[config.mk]
export PLATFORM = sky130hd
export DESIGN_NAME = decode_stage
export DESIGN_NICKNAME = d
export VERILOG_FILES = /design/src/rtl/decode_pkg.sv /design/src/rtl/decode_stage_reg.sv /design/src/rtl/inst_decoder.sv /design/src/rtl/operand_forward.sv /design/src/rtl/branch_unit.sv /design/src/rtl/decode_stage.sv
export SDC_FILE = /design/constraint.sdc
export NUM_CORES = 1
export LEC_CHECK = 0
export BUFFER_PORTS_ARGS = -buffer_cell sky130_fd_sc_hd__buf_2
export CAP_MARGIN = 20
export CORE_AREA = 2 2 333 335
export CTS_CLUSTER_DIAMETER = 30
export DETAILED_ROUTE_END_ITERATION = 10
export DIE_AREA = 0 0 335 337
export PLACE_DENSITY_LB_ADDON = 0.2
export SLEW_MARGIN = 20
export SYNTH_ARGS = -nofsm -noshare
export SYNTH_HDL_FRONTEND = slang
export SYNTH_SLANG_ARGS = --single-unit
[constraint.sdc]
create_clock -name clk -period 11.3 [get_ports clk]
set_input_delay 1.13 -clock clk [delete_from_list [all_inputs] [get_ports clk]]
set_output_delay 1.13 -clock clk [all_outputs]
set_load 0.02 [all_outputs]
[src/rtl/decode_pkg.sv]
package decode_pkg;

    localparam int XLEN       = 64;
    localparam int REG_ADDR_W = 5;

    typedef logic [XLEN-1:0]       xlen_t;
    typedef logic [31:0]           inst_t;
    typedef logic [REG_ADDR_W-1:0] reg_addr_t;
    typedef logic [13:0]           alu_op_t;     // one-hot, bit 5 unused
    typedef logic [5:0]            shifter_op_t; // one-hot
    typedef logic [3:0]            mem_size_t;   // byte, half, word, double

    // alu_op_t bit positions
    localparam int ALU_ADD  = 0;
    localparam int ALU_SUB  = 1;
    localparam int ALU_SLT  = 2;
    localparam int ALU_SLTU = 3;
    localparam int ALU_AND  = 4;
    localparam int ALU_OR   = 6;
    localparam int ALU_XOR  = 7;
    localparam int ALU_LUI  = 8;
    localparam int ALU_MUL  = 9;
    localparam int ALU_DIV  = 10;
    localparam int ALU_DIVU = 11;
    localparam int ALU_REM  = 12;
    localparam int ALU_REMU = 13;

    // shifter_op_t bit positions
    localparam int SH_SLL  = 0;
    localparam int SH_SRL  = 1;
    localparam int SH_SRA  = 2;
    localparam int SH_SLLW = 3;
    localparam int SH_SRLW = 4;
    localparam int SH_SRAW = 5;

    localparam logic [6:0] OPC_OP        = 7'b0110011;
    localparam logic [6:0] OPC_OP_32     = 7'b0111011;
    localparam logic [6:0] OPC_OP_IMM    = 7'b0010011;
    localparam logic [6:0] OPC_OP_IMM_32 = 7'b0011011;
    localparam logic [6:0] OPC_LOAD      = 7'b0000011;
    localparam logic [6:0] OPC_STORE     = 7'b0100011;
    localparam logic [6:0] OPC_BRANCH    = 7'b1100011;
    localparam logic [6:0] OPC_JAL       = 7'b1101111;
    localparam logic [6:0] OPC_JALR      = 7'b1100111;
    localparam logic [6:0] OPC_LUI       = 7'b0110111;
    localparam logic [6:0] OPC_AUIPC     = 7'b0010111;

    localparam logic [6:0] F7_BASE   = 7'b0000000;
    localparam logic [6:0] F7_ALT    = 7'b0100000;
    localparam logic [6:0] F7_MULDIV = 7'b0000001;

    localparam xlen_t LINK_OFFSET = 64'd4; // return address offset for jal/jalr

endpackage

[src/rtl/decode_stage_reg.sv]
`timescale 1ns/10ps

module decode_stage_reg (
    input  logic                clk,
    input  logic                reset,
    input  logic                fs_to_ds_valid,
    input  decode_pkg::xlen_t   fs_pc,
    input  decode_pkg::inst_t   instruction,
    input  logic                es_allowin,
    input  logic                block1,
    input  logic                block2,
    input  logic                es_load_related1,
    input  logic                es_load_related2,
    input  logic                is_trans,
    output logic                ds_valid,
    output decode_pkg::xlen_t   ds_pc,
    output decode_pkg::inst_t   ds_inst,
    output logic                ds_allowin,
    output logic                ds_to_es_valid,
    output logic                ds_load_block,
    output logic                es_related_cancel,
    output logic                branch_taken_cancel
);

    logic trans_pending; // taken redirect seen, wrong-path fetch still to cancel
    logic accept;

    assign ds_load_block       = block1 | block2;
    assign es_related_cancel   = es_load_related1 | es_load_related2;
    assign ds_allowin          = !ds_valid || (!ds_load_block && es_allowin);
    assign ds_to_es_valid      = ds_valid && !ds_load_block;
    assign accept              = fs_to_ds_valid && ds_allowin;
    assign branch_taken_cancel = (is_trans || trans_pending) && accept;

    always_ff @(posedge clk) begin
        if (reset) begin
            ds_valid <= 1'b0;
        end else if (branch_taken_cancel) begin
            ds_valid <= 1'b0; // latch the prefetched inst but drop it
        end else if (ds_allowin) begin
            ds_valid <= fs_to_ds_valid;
        end
    end

    always_ff @(posedge clk) begin
        if (accept) begin
            ds_pc   <= fs_pc;
            ds_inst <= instruction;
        end
    end

    always_ff @(posedge clk) begin
        if (reset) begin
            trans_pending <= 1'b0;
        end else if (is_trans && !branch_taken_cancel && ds_valid && !ds_load_block) begin
            trans_pending <= 1'b1;
        end else if (accept) begin
            trans_pending <= 1'b0;
        end
    end

endmodule

[src/rtl/inst_decoder.sv]
`timescale 1ns/10ps

module inst_decoder (
    input  decode_pkg::inst_t         ds_inst,
    output decode_pkg::reg_addr_t     rs1,
    output decode_pkg::reg_addr_t     rs2,
    output decode_pkg::reg_addr_t     rf_dest,
    output logic                      rf_we,
    output decode_pkg::xlen_t         imm,
    output logic                      rs1_used,
    output logic                      rs2_used,
    output decode_pkg::alu_op_t       alu_op,
    output decode_pkg::shifter_op_t   shifter_op,
    output logic                      is_alu,
    output logic                      rwi_type,
    output logic                      load,
    output logic                      loadu,
    output logic                      store,
    output decode_pkg::mem_size_t     dwhb,
    output logic                      use_pc_op1,
    output logic                      op2_sel_reg,
    output logic                      link,
    output logic                      is_jal,
    output logic                      is_jalr,
    output logic [2:0]                br_funct3,
    output logic                      is_branch_op
);

    logic [6:0] opcode;
    logic [6:0] funct7;
    logic [7:0] f3; // one-hot funct3
    logic op_r, op_rw, op_i, op_iw, op_ld, op_st, op_br, op_lui, op_auipc;
    logic f7_base, f7_alt, f7_md;
    logic i_fmt, u_fmt;

    assign opcode    = ds_inst[6:0];
    assign funct7    = ds_inst[31:25];
    assign f3        = 8'b1 << ds_inst[14:12];
    assign rs1       = ds_inst[19:15];
    assign rs2       = ds_inst[24:20];
    assign rf_dest   = ds_inst[11:7];
    assign br_funct3 = ds_inst[14:12];

    assign op_r     = opcode == decode_pkg::OPC_OP;
    assign op_rw    = opcode == decode_pkg::OPC_OP_32;
    assign op_i     = opcode == decode_pkg::OPC_OP_IMM;
    assign op_iw    = opcode == decode_pkg::OPC_OP_IMM_32;
    assign op_ld    = opcode == decode_pkg::OPC_LOAD;
    assign op_st    = opcode == decode_pkg::OPC_STORE;
    assign op_br    = opcode == decode_pkg::OPC_BRANCH;
    assign op_lui   = opcode == decode_pkg::OPC_LUI;
    assign op_auipc = opcode == decode_pkg::OPC_AUIPC;
    assign is_jal   = opcode == decode_pkg::OPC_JAL;
    assign is_jalr  = opcode == decode_pkg::OPC_JALR;

    assign f7_base = funct7 == decode_pkg::F7_BASE;
    assign f7_alt  = funct7 == decode_pkg::F7_ALT;
    assign f7_md   = funct7 == decode_pkg::F7_MULDIV;

    assign i_fmt = op_i || op_iw || op_ld || is_jalr;
    assign u_fmt = op_lui || op_auipc;

    always_comb begin
        if (i_fmt) begin
            imm = {{52{ds_inst[31]}}, ds_inst[31:20]};
        end else if (op_st) begin
            imm = {{52{ds_inst[31]}}, ds_inst[31:25], ds_inst[11:7]};
        end else if (op_br) begin
            imm = {{52{ds_inst[31]}}, ds_inst[7], ds_inst[30:25], ds_inst[11:8], 1'b0};
        end else if (u_fmt) begin
            imm = {{32{ds_inst[31]}}, ds_inst[31:12], 12'b0};
        end else if (is_jal) begin
            imm = {{44{ds_inst[31]}}, ds_inst[19:12], ds_inst[20], ds_inst[30:21], 1'b0};
        end else begin
            imm = '0;
        end
    end

    always_comb begin
        alu_op = '0;
        alu_op[decode_pkg::ALU_ADD] = ((op_r || op_rw) && f7_base && f3[0])
                                   || ((op_i || op_iw) && f3[0])
                                   || op_auipc || is_jal || is_jalr;
        alu_op[decode_pkg::ALU_SUB]  = (op_r || op_rw) && f7_alt && f3[0];
        alu_op[decode_pkg::ALU_SLT]  = (op_r && f7_base && f3[2]) || (op_i && f3[2]);
        alu_op[decode_pkg::ALU_SLTU] = (op_r && f7_base && f3[3]) || (op_i && f3[3]);
        alu_op[decode_pkg::ALU_XOR]  = (op_r && f7_base && f3[4]) || (op_i && f3[4]);
        alu_op[decode_pkg::ALU_OR]   = (op_r && f7_base && f3[6]) || (op_i && f3[6]);
        alu_op[decode_pkg::ALU_AND]  = (op_r && f7_base && f3[7]) || (op_i && f3[7]);
        alu_op[decode_pkg::ALU_LUI]  = op_lui;
        // M extension, W forms share the bits
        alu_op[decode_pkg::ALU_MUL]  = (op_r || op_rw) && f7_md && f3[0];
        alu_op[decode_pkg::ALU_DIV]  = (op_r || op_rw) && f7_md && f3[4];
        alu_op[decode_pkg::ALU_DIVU] = (op_r || op_rw) && f7_md && f3[5];
        alu_op[decode_pkg::ALU_REM]  = (op_r || op_rw) && f7_md && f3[6];
        alu_op[decode_pkg::ALU_REMU] = (op_r || op_rw) && f7_md && f3[7];
    end

    always_comb begin
        shifter_op = '0;
        // 6-bit shamt on rv64, only funct7[6:1] is checked for immediates
        shifter_op[decode_pkg::SH_SLL]  = (op_r && f7_base && f3[1])
                                       || (op_i && f3[1] && funct7[6:1] == 6'b000000);
        shifter_op[decode_pkg::SH_SRL]  = (op_r && f7_base && f3[5])
                                       || (op_i && f3[5] && funct7[6:1] == 6'b000000);
        shifter_op[decode_pkg::SH_SRA]  = (op_r && f7_alt && f3[5])
                                       || (op_i && f3[5] && funct7[6:1] == 6'b010000);
        shifter_op[decode_pkg::SH_SLLW] = (op_rw || op_iw) && f7_base && f3[1];
        shifter_op[decode_pkg::SH_SRLW] = (op_rw || op_iw) && f7_base && f3[5];
        shifter_op[decode_pkg::SH_SRAW] = (op_rw || op_iw) && f7_alt && f3[5];
    end

    assign is_alu   = |alu_op;
    assign rwi_type = op_rw || (op_iw && f3[0]); // W forms plus addiw
    assign rf_we    = !(op_br || op_st);
    assign rs1_used = !(op_lui || op_auipc || is_jal);
    assign rs2_used = op_r || op_rw || op_br || op_st;

    assign load    = op_ld && (f3[0] || f3[1] || f3[2] || f3[3]);
    assign loadu   = op_ld && (f3[4] || f3[5] || f3[6]);
    assign store   = op_st && (f3[0] || f3[1] || f3[2] || f3[3]);
    assign dwhb[0] = (op_ld && (f3[0] || f3[4])) || (op_st && f3[0]);
    assign dwhb[1] = (op_ld && (f3[1] || f3[5])) || (op_st && f3[1]);
    assign dwhb[2] = (op_ld && (f3[2] || f3[6])) || (op_st && f3[2]);
    assign dwhb[3] = (op_ld || op_st) && f3[3];

    assign use_pc_op1   = op_auipc || is_jal || is_jalr;
    assign op2_sel_reg  = op_r || op_rw || op_st;
    assign link         = is_jal || is_jalr;
    assign is_branch_op = op_br;

endmodule

[src/rtl/operand_forward.sv]
`timescale 1ns/10ps

module operand_forward (
    input  decode_pkg::reg_addr_t src,
    input  logic                  src_used,
    input  decode_pkg::xlen_t     rf_data,
    input  logic                  es_valid,
    input  logic                  es_rf_we,
    input  decode_pkg::reg_addr_t es_rf_dest,
    input  logic                  es_res_from_mem,
    input  decode_pkg::xlen_t     es_result,
    input  logic                  ms_valid,
    input  logic                  ms_rf_we,
    input  decode_pkg::reg_addr_t ms_rf_dest,
    input  logic                  ms_res_from_mem,
    input  logic                  ms_ls_result_valid,
    input  decode_pkg::xlen_t     ms_final_result,
    input  logic                  ws_valid,
    input  logic                  ws_rf_we,
    input  decode_pkg::reg_addr_t ws_rf_dest,
    input  decode_pkg::xlen_t     ws_final_result,
    output decode_pkg::xlen_t     fwd_data,
    output logic                  es_hit,
    output logic                  block,
    output logic                  es_load_related
);

    logic src_nz;
    logic ms_hit;
    logic ws_hit;

    assign src_nz = src != '0; // x0 never forwards
    assign es_hit = src_nz && es_valid && es_rf_we && (src == es_rf_dest);
    assign ms_hit = src_nz && ms_valid && ms_rf_we && (src == ms_rf_dest);
    assign ws_hit = src_nz && ws_valid && ws_rf_we && (src == ws_rf_dest);

    // youngest producer wins
    assign fwd_data = es_hit ? es_result       :
                      ms_hit ? ms_final_result :
                      ws_hit ? ws_final_result : rf_data;

    assign es_load_related = src_used && es_hit && es_res_from_mem;
    assign block = es_load_related
                || (src_used && ms_hit && ms_res_from_mem && !ms_ls_result_valid);

endmodule

[src/rtl/branch_unit.sv]
`timescale 1ns/10ps

module branch_unit (
    input  logic              ds_valid,
    input  decode_pkg::xlen_t ds_pc,
    input  decode_pkg::xlen_t imm,
    input  decode_pkg::xlen_t op1,
    input  decode_pkg::xlen_t op2,
    input  logic              es_hit1,
    input  logic              es_hit2,
    input  logic              es_allowin,
    input  logic              is_jal,
    input  logic              is_jalr,
    input  logic              is_branch_op,
    input  logic [2:0]        br_funct3,
    input  logic              use_pc_op1,
    input  logic              op2_sel_reg,
    input  logic              link,
    output logic              is_trans,
    output decode_pkg::xlen_t trans_addr,
    output decode_pkg::xlen_t oprand1,
    output decode_pkg::xlen_t oprand2,
    output decode_pkg::xlen_t ls_addr
);

    logic              cond;
    logic              es_busy;
    logic              br_taken;
    decode_pkg::xlen_t target;

    always_comb begin
        case (br_funct3)
            3'b000:  cond = op1 == op2;
            3'b001:  cond = op1 != op2;
            3'b100:  cond = $signed(op1) < $signed(op2);
            3'b101:  cond = $signed(op1) >= $signed(op2);
            3'b110:  cond = op1 < op2;
            3'b111:  cond = op1 >= op2;
            default: cond = 1'b0;
        endcase
    end

    // an operand from a multicycle op in execute is not final yet
    assign es_busy  = (es_hit1 || es_hit2) && !es_allowin;
    assign br_taken = is_branch_op && cond && !es_busy;
    assign is_trans = (is_jal || is_jalr || br_taken) && ds_valid;

    assign target     = (is_jalr ? op1 : ds_pc) + imm;
    assign trans_addr = {target[decode_pkg::XLEN-1:2], 2'b00};

    assign oprand1 = use_pc_op1 ? ds_pc : op1;
    assign oprand2 = link        ? decode_pkg::LINK_OFFSET :
                     op2_sel_reg ? op2 : imm;
    assign ls_addr = op1 + imm;

endmodule

[src/rtl/decode_stage.sv]
`timescale 1ns/10ps

module decode_stage (
    input  logic                      clk,
    input  logic                      reset,
    input  decode_pkg::inst_t         instruction,
    input  decode_pkg::xlen_t         fs_pc,
    input  logic                      fs_to_ds_valid,
    input  logic                      es_allowin,
    input  logic                      es_valid,
    input  logic                      ms_valid,
    input  logic                      ws_valid,
    input  logic                      es_rf_we,
    input  logic                      ms_rf_we,
    input  logic                      ws_rf_we,
    input  decode_pkg::reg_addr_t     es_rf_dest,
    input  decode_pkg::reg_addr_t     ms_rf_dest,
    input  decode_pkg::reg_addr_t     ws_rf_dest,
    input  logic                      es_res_from_mem,
    input  logic                      ms_res_from_mem,
    input  logic                      ms_ls_result_valid,
    input  decode_pkg::xlen_t         es_result,
    input  decode_pkg::xlen_t         ms_final_result,
    input  decode_pkg::xlen_t         ws_final_result,
    input  decode_pkg::xlen_t         rf_src1,
    input  decode_pkg::xlen_t         rf_src2,
    output logic                      ds_to_es_valid,
    output logic                      ds_allowin,
    output decode_pkg::xlen_t         ds_pc,
    output decode_pkg::inst_t         ds_inst,
    output decode_pkg::reg_addr_t     rs1,
    output decode_pkg::reg_addr_t     rs2,
    output decode_pkg::reg_addr_t     rf_dest,
    output logic                      rf_we,
    output decode_pkg::xlen_t         oprand1,
    output decode_pkg::xlen_t         oprand2,
    output decode_pkg::alu_op_t       alu_op,
    output decode_pkg::shifter_op_t   shifter_op,
    output logic                      is_alu,
    output logic                      rwi_type,
    output logic                      load,
    output logic                      loadu,
    output logic                      store,
    output decode_pkg::mem_size_t     dwhb,
    output decode_pkg::xlen_t         ls_addr,
    output logic                      ds_load_block,
    output logic                      es_related_cancel,
    output logic                      is_trans,
    output decode_pkg::xlen_t         trans_addr,
    output logic                      branch_taken_cancel
);

    logic              ds_valid;
    logic              block1, block2;
    logic              es_load_related1, es_load_related2;
    logic              es_hit1, es_hit2;
    logic              rs1_used, rs2_used;
    logic              use_pc_op1, op2_sel_reg, link;
    logic              is_jal, is_jalr, is_branch_op;
    logic [2:0]        br_funct3;
    decode_pkg::xlen_t imm;
    decode_pkg::xlen_t op1, op2; // forwarded register values

    decode_stage_reg u_stage_reg (
        .clk, .reset, .fs_to_ds_valid, .fs_pc, .instruction, .es_allowin,
        .block1, .block2, .es_load_related1, .es_load_related2, .is_trans,
        .ds_valid, .ds_pc, .ds_inst, .ds_allowin, .ds_to_es_valid,
        .ds_load_block, .es_related_cancel, .branch_taken_cancel
    );

    inst_decoder u_decoder (
        .ds_inst, .rs1, .rs2, .rf_dest, .rf_we, .imm, .rs1_used, .rs2_used,
        .alu_op, .shifter_op, .is_alu, .rwi_type, .load, .loadu, .store, .dwhb,
        .use_pc_op1, .op2_sel_reg, .link, .is_jal, .is_jalr, .br_funct3, .is_branch_op
    );

    operand_forward u_fwd1 (
        .src(rs1), .src_used(rs1_used), .rf_data(rf_src1),
        .es_valid, .es_rf_we, .es_rf_dest, .es_res_from_mem, .es_result,
        .ms_valid, .ms_rf_we, .ms_rf_dest, .ms_res_from_mem, .ms_ls_result_valid,
        .ms_final_result, .ws_valid, .ws_rf_we, .ws_rf_dest, .ws_final_result,
        .fwd_data(op1), .es_hit(es_hit1), .block(block1), .es_load_related(es_load_related1)
    );

    operand_forward u_fwd2 (
        .src(rs2), .src_used(rs2_used), .rf_data(rf_src2),
        .es_valid, .es_rf_we, .es_rf_dest, .es_res_from_mem, .es_result,
        .ms_valid, .ms_rf_we, .ms_rf_dest, .ms_res_from_mem, .ms_ls_result_valid,
        .ms_final_result, .ws_valid, .ws_rf_we, .ws_rf_dest, .ws_final_result,
        .fwd_data(op2), .es_hit(es_hit2), .block(block2), .es_load_related(es_load_related2)
    );

    branch_unit u_branch (
        .ds_valid, .ds_pc, .imm, .op1, .op2, .es_hit1, .es_hit2, .es_allowin,
        .is_jal, .is_jalr, .is_branch_op, .br_funct3, .use_pc_op1, .op2_sel_reg, .link,
        .is_trans, .trans_addr, .oprand1, .oprand2, .ls_addr
    );

endmodule

==> results summary <==
The post-detailed-routing wire length came out at 135000 um. On the critical path, the stage with the largest delay is an instance of sky130_fd_sc_hd__o31ai_1. After clock tree synthesis, the clock-pin slew on the worst setup and hold paths is 0.09 ns. The deepest level of the CTS H-tree came out at 3. The clock insertion delay at the later pin of the skew report is 0.47 ns. The proportion of layout cells with a drive suffix above 1 came out at 27.0%.

The average instance area after synthesis is 7.06 um2. The kind of end point of the critical path is an output pin. The mapped netlist covers 0.0191 mm2. The tree built by TritonCTS fans out to 98 sinks.

Among the stages of the critical path, the cell type that occurs most often is sky130_fd_sc_hd__buf_4. Along the worst path, the maximum fanout reaches 15. Once detailed placement completed, the half-perimeter wirelength came to 116000 um. The per-cell routed wire length came out at 27.8 um. Counting instances in the post-synthesis netlist gives the leading cell types as sky130_fd_sc_hd__a21oi_1, sky130_fd_sc_hd__nor2_1, sky130_fd_sc_hd__nand2_1, sky130_fd_sc_hd__ha_1, sky130_fd_sc_hd__o21ai_0. The worst endpoint data arrival time came out at 7.75 ns. The actual transition at the worst max-transition pin came out at 1.28 ns.

The share of synthesized area in the top cell type comes to 15.1%. The TritonCTS buffer count is 9. Static timing analysis puts the maximum clock frequency at 0.113 GHz. The number of I/O port buffers is 843. After detailed routing, the number of vias per cell comes to 4.95. The net total in the final layout came out at 4045. Measured along the x axis, the die boundary spans 335 um. The signal on the critical path passes through buf_2, xnor2_1, nand4_1, nor2_4, buf_4, buf_4, mux2i_1, a21oi_1, mux2i_1, inv_1, ha_1, a2111oi_0, o221ai_1, nand2_1, nand4_1, a2111oi_0, buf_4, nor4_1, o31ai_1, o21ai_0, a21oi_1, xnor2_1, buf_2.

The max-capacitance violation count is 0. The final worst-path cycle share came out at 78.6%. The first global-routing pass estimated 183000 um of wire.

The first-pass detailed-route iteration total is 6. The initial antenna violation count came out at 46. The required time at the endpoint of the critical path came out at 10.17 ns. The post-route minimum period is 8.88 ns.

The count of final setup violators came out at 0. For this run, the number of Yosys warnings is 0. The global-route usage over all layers came out at 22.9%. In this design, the stage delay of the slowest critical-path cell is 0.59 ns. The analysis attributes to cell leakage a power of 12.1 nW. The overall die area is 0.113 mm2. The number of buffers between clock root and the deepest sink came out at 2. The die span in y came out at 337 um. The top cell type by total area after synthesis is sky130_fd_sc_hd__edfxtp_1. The number of synthesized register bits came out at 98.

The number of post-CTS setup repair buffers is 0. The tree is rooted in a sky130_fd_sc_hd__clkbuf_16. The flow ran to the end, and the final reports show no timing, DRC or antenna violations. The number of hold-repair buffers added at the cts stage is 0. The number of endpoints with negative hold slack in the final report is 0. In the post-synthesis netlist, the cell with the most instances is sky130_fd_sc_hd__a21oi_1. In this run, synthesis inferred 96 flip-flops with an integrated enable. For this run, design rule violations remaining after detail routing come to 0. By area the synthesized netlist is led by sky130_fd_sc_hd__edfxtp_1, sky130_fd_sc_hd__ha_1, sky130_fd_sc_hd__a21oi_1. STA classifies the critical path startpoint as an input port. The number of stages on the worst hold path is 2.

The type of the worst setup path is input port to output pin. The initial standard-cell utilization of the core is 17.4%. The final weighted congestion in routability-driven placement came out at 0.912.

The via count came out at 24000. The final max-slew violation count came to 0. The end point of the worst hold path is u_stage_reg.trans_pending$_SDFFE_PP0P_. The critical register-to-register path startpoint is u_stage_reg.ds_inst[16]$_DFFE_PP_. The count of distinct cell types in the synthesized netlist is 81.

The count of nets left with antenna violations once routing finished came out at 0. The destination of the worst register-to-register timing path is u_stage_reg.ds_valid$_SDFFE_PP0N_. The post-cts repair resize count is 0. The number of global-route vias before repair is 23300. Setup slack closes at 2.42 ns. For this run, the leading register cell type out of synthesis is sky130_fd_sc_hd__edfxtp_1. VDD sags by at most 67.2 uV. In this run the most critical hold path is launched from u_stage_reg.trans_pending$_SDFFE_PP0P_. The total placed cells including tap cells came out at 4826.

For this design the top-level I/O count stands at 847. The layout-stage area growth over the synthesis result is 31.2%. The total power density per cell area is 74.9 mW/mm2.

The worst relative slew slack is 12.5%. The final setup skew is 0.0321 ns. The number of fill cells in the layout is 12700. The critical path launch point is ws_rf_dest[0].

Setup repair after global routing left no endpoint under its margin. The post-place setup slack is 2.28 ns. The number of cells on the worst reg-to-reg path is 15. Sequential cells were found to cover 15.3% of the synthesized design area. The maximum number of pins on one net before global-route repair came out at 131. The DRC violation total after the first TritonRoute iteration is 1891. TritonCTS built the clock tree. The fraction of synthesis flops using an asynchronous set or reset pin came out at 0%. The slack of the worst reg-to-reg path is 4.14 ns. The row count came out at 122.

The area of the placeable core came out at 0.110 mm2. The number of non-filler instances in the completed layout came out at 4856. The post-synthesis instance total came out at 2708. In the final timing run, aggregate negative setup slack is 0 ns. Summed over all layers, the global routing overflow is 0. In this run the worst hold path is classified as flip-flop to flip-flop.
registers in the layout (all words and copies together), names as in the netlist:
register / flops
u_stage_reg.ds_inst: 32
u_stage_reg.ds_pc: 64
u_stage_reg.ds_valid: 1
u_stage_reg.trans_pending: 1
worst max-delay path: cells and delay by family:
kind | cells | cell delay, ns
buffers and inverters | 6 | 1.48
AOI/OAI and AO/OA | 7 | 2.32
and+or+nand+nor | 5 | 1.28
muxes | 2 | 0.75
xor gates and xnor gates | 2 | 0.32
adders and majority gates | 1 | 0.41
routing by layer:
metal | track usage [%] | vias up | share of wire [%]
met4 | 4.26 | 32 | 1.6
met2 | 36.4 | 944 | 45
met3 | 5.92 | 124 | 7.3
li1 | - | 11400 | -
met1 | 31.2 | 11600 | 46
met5 | 0 | - | 0.17
where the power goes:
| group | internal (mW) | leakage [nW] | switching, mW | total [mW] |
|---|---|---|---|---|
| Clock | 0.158 | 0.149 | 0.218 | 0.376 |
| Sequential | 0.430 | 0.940 | 0.0428 | 0.472 |
| Combinational | 0.341 | 11.0 | 0.689 | 1.03 |
worst max-delay path by stage:
stage / endpoint / slack [ns]
after floorplan: branch_taken_cancel / 4.30
after global placement: ls_addr[63] / 2.36
after detailed placement: ls_addr[63] / 2.28
after CTS: branch_taken_cancel / 2.10
after global routing: branch_taken_cancel / 1.80
final: ls_addr[63] / 2.42
metrics by stage:
step / area [um2] / util, % / hold WS, ns / power (mW)
after floorplan: 19100 / - / 0.466 / 1.04
after global placement: 24700 / 22.6 / 0.499 / 1.51
after detailed placement: 24700 / 22.6 / 0.500 / 1.51
after CTS: 25000 / 22.8 / 0.509 / 1.90
after global routing: 25100 / 22.9 / 0.550 / 1.98
final: 25100 / 22.9 / 0.514 / 1.88
area by class of cell:
type                            count  area, um2  share of cell area (%)
Antenna cell                       14       35.0                   0.140
Clock buffer                        9        225                   0.898
Clock inverter                      7       76.3                   0.304
Inverter                          116        435                    1.74
Multi-Input combinational cell   2304      15000                    60.0
Sequential cell                    98       2920                    11.7
Tap cell                         1426       1780                    7.12
Timing Repair Buffer              882       4550                    18.1
layout by cell type (no fill, tap or decap), types with 6 or more instances in the layout:
cell	count
sky130_fd_sc_hd__mux2i_1	158
sky130_fd_sc_hd__nand4_1	63
sky130_fd_sc_hd__nand3_1	44
sky130_fd_sc_hd__nor2_1	349
sky130_fd_sc_hd__nor2b_1	22
sky130_fd_sc_hd__inv_1	116
sky130_fd_sc_hd__xor2_1	47
sky130_fd_sc_hd__nor3_1	41
sky130_fd_sc_hd__a211oi_1	133
sky130_fd_sc_hd__edfxtp_1	96
sky130_fd_sc_hd__nand2b_1	21
sky130_fd_sc_hd__diode_2	14
sky130_fd_sc_hd__o21a_1	14
sky130_fd_sc_hd__o211ai_1	12
sky130_fd_sc_hd__o21ai_0	167
sky130_fd_sc_hd__xnor2_1	98
sky130_fd_sc_hd__buf_4	36
sky130_fd_sc_hd__o21bai_1	39
sky130_fd_sc_hd__a21o_1	92
sky130_fd_sc_hd__clkbuf_16	9
sky130_fd_sc_hd__buf_2	843
sky130_fd_sc_hd__a211o_1	6
sky130_fd_sc_hd__or3_1	12
sky130_fd_sc_hd__a31oi_1	17
sky130_fd_sc_hd__and3_1	17
sky130_fd_sc_hd__o31ai_1	10
sky130_fd_sc_hd__and4_1	6
sky130_fd_sc_hd__a21oi_1	401
sky130_fd_sc_hd__ha_1	189
sky130_fd_sc_hd__nand2_1	204
sky130_fd_sc_hd__nor4_1	12
sky130_fd_sc_hd__and2_1	19
sky130_fd_sc_hd__a22o_1	6
cells by family (layout without fill, tap and decap cells):
group | Yosys count | in the layout | synth area share [%]
AOI/OAI and AO/OA | 960 | 960 | 30.6
xor gates and xnor gates | 145 | 145 | 6.64
adders and majority gates | 190 | 190 | 12.5
buffers and inverters | 308 | 1014 | 6.43
DFF | 98 | 98 | 15.3
muxes | 159 | 159 | 8.33
other | 1 | 17 | 0.0196
and+or+nand+nor | 847 | 847 | 20.2
No activity file was read; power rests on OpenSTA's default activity.
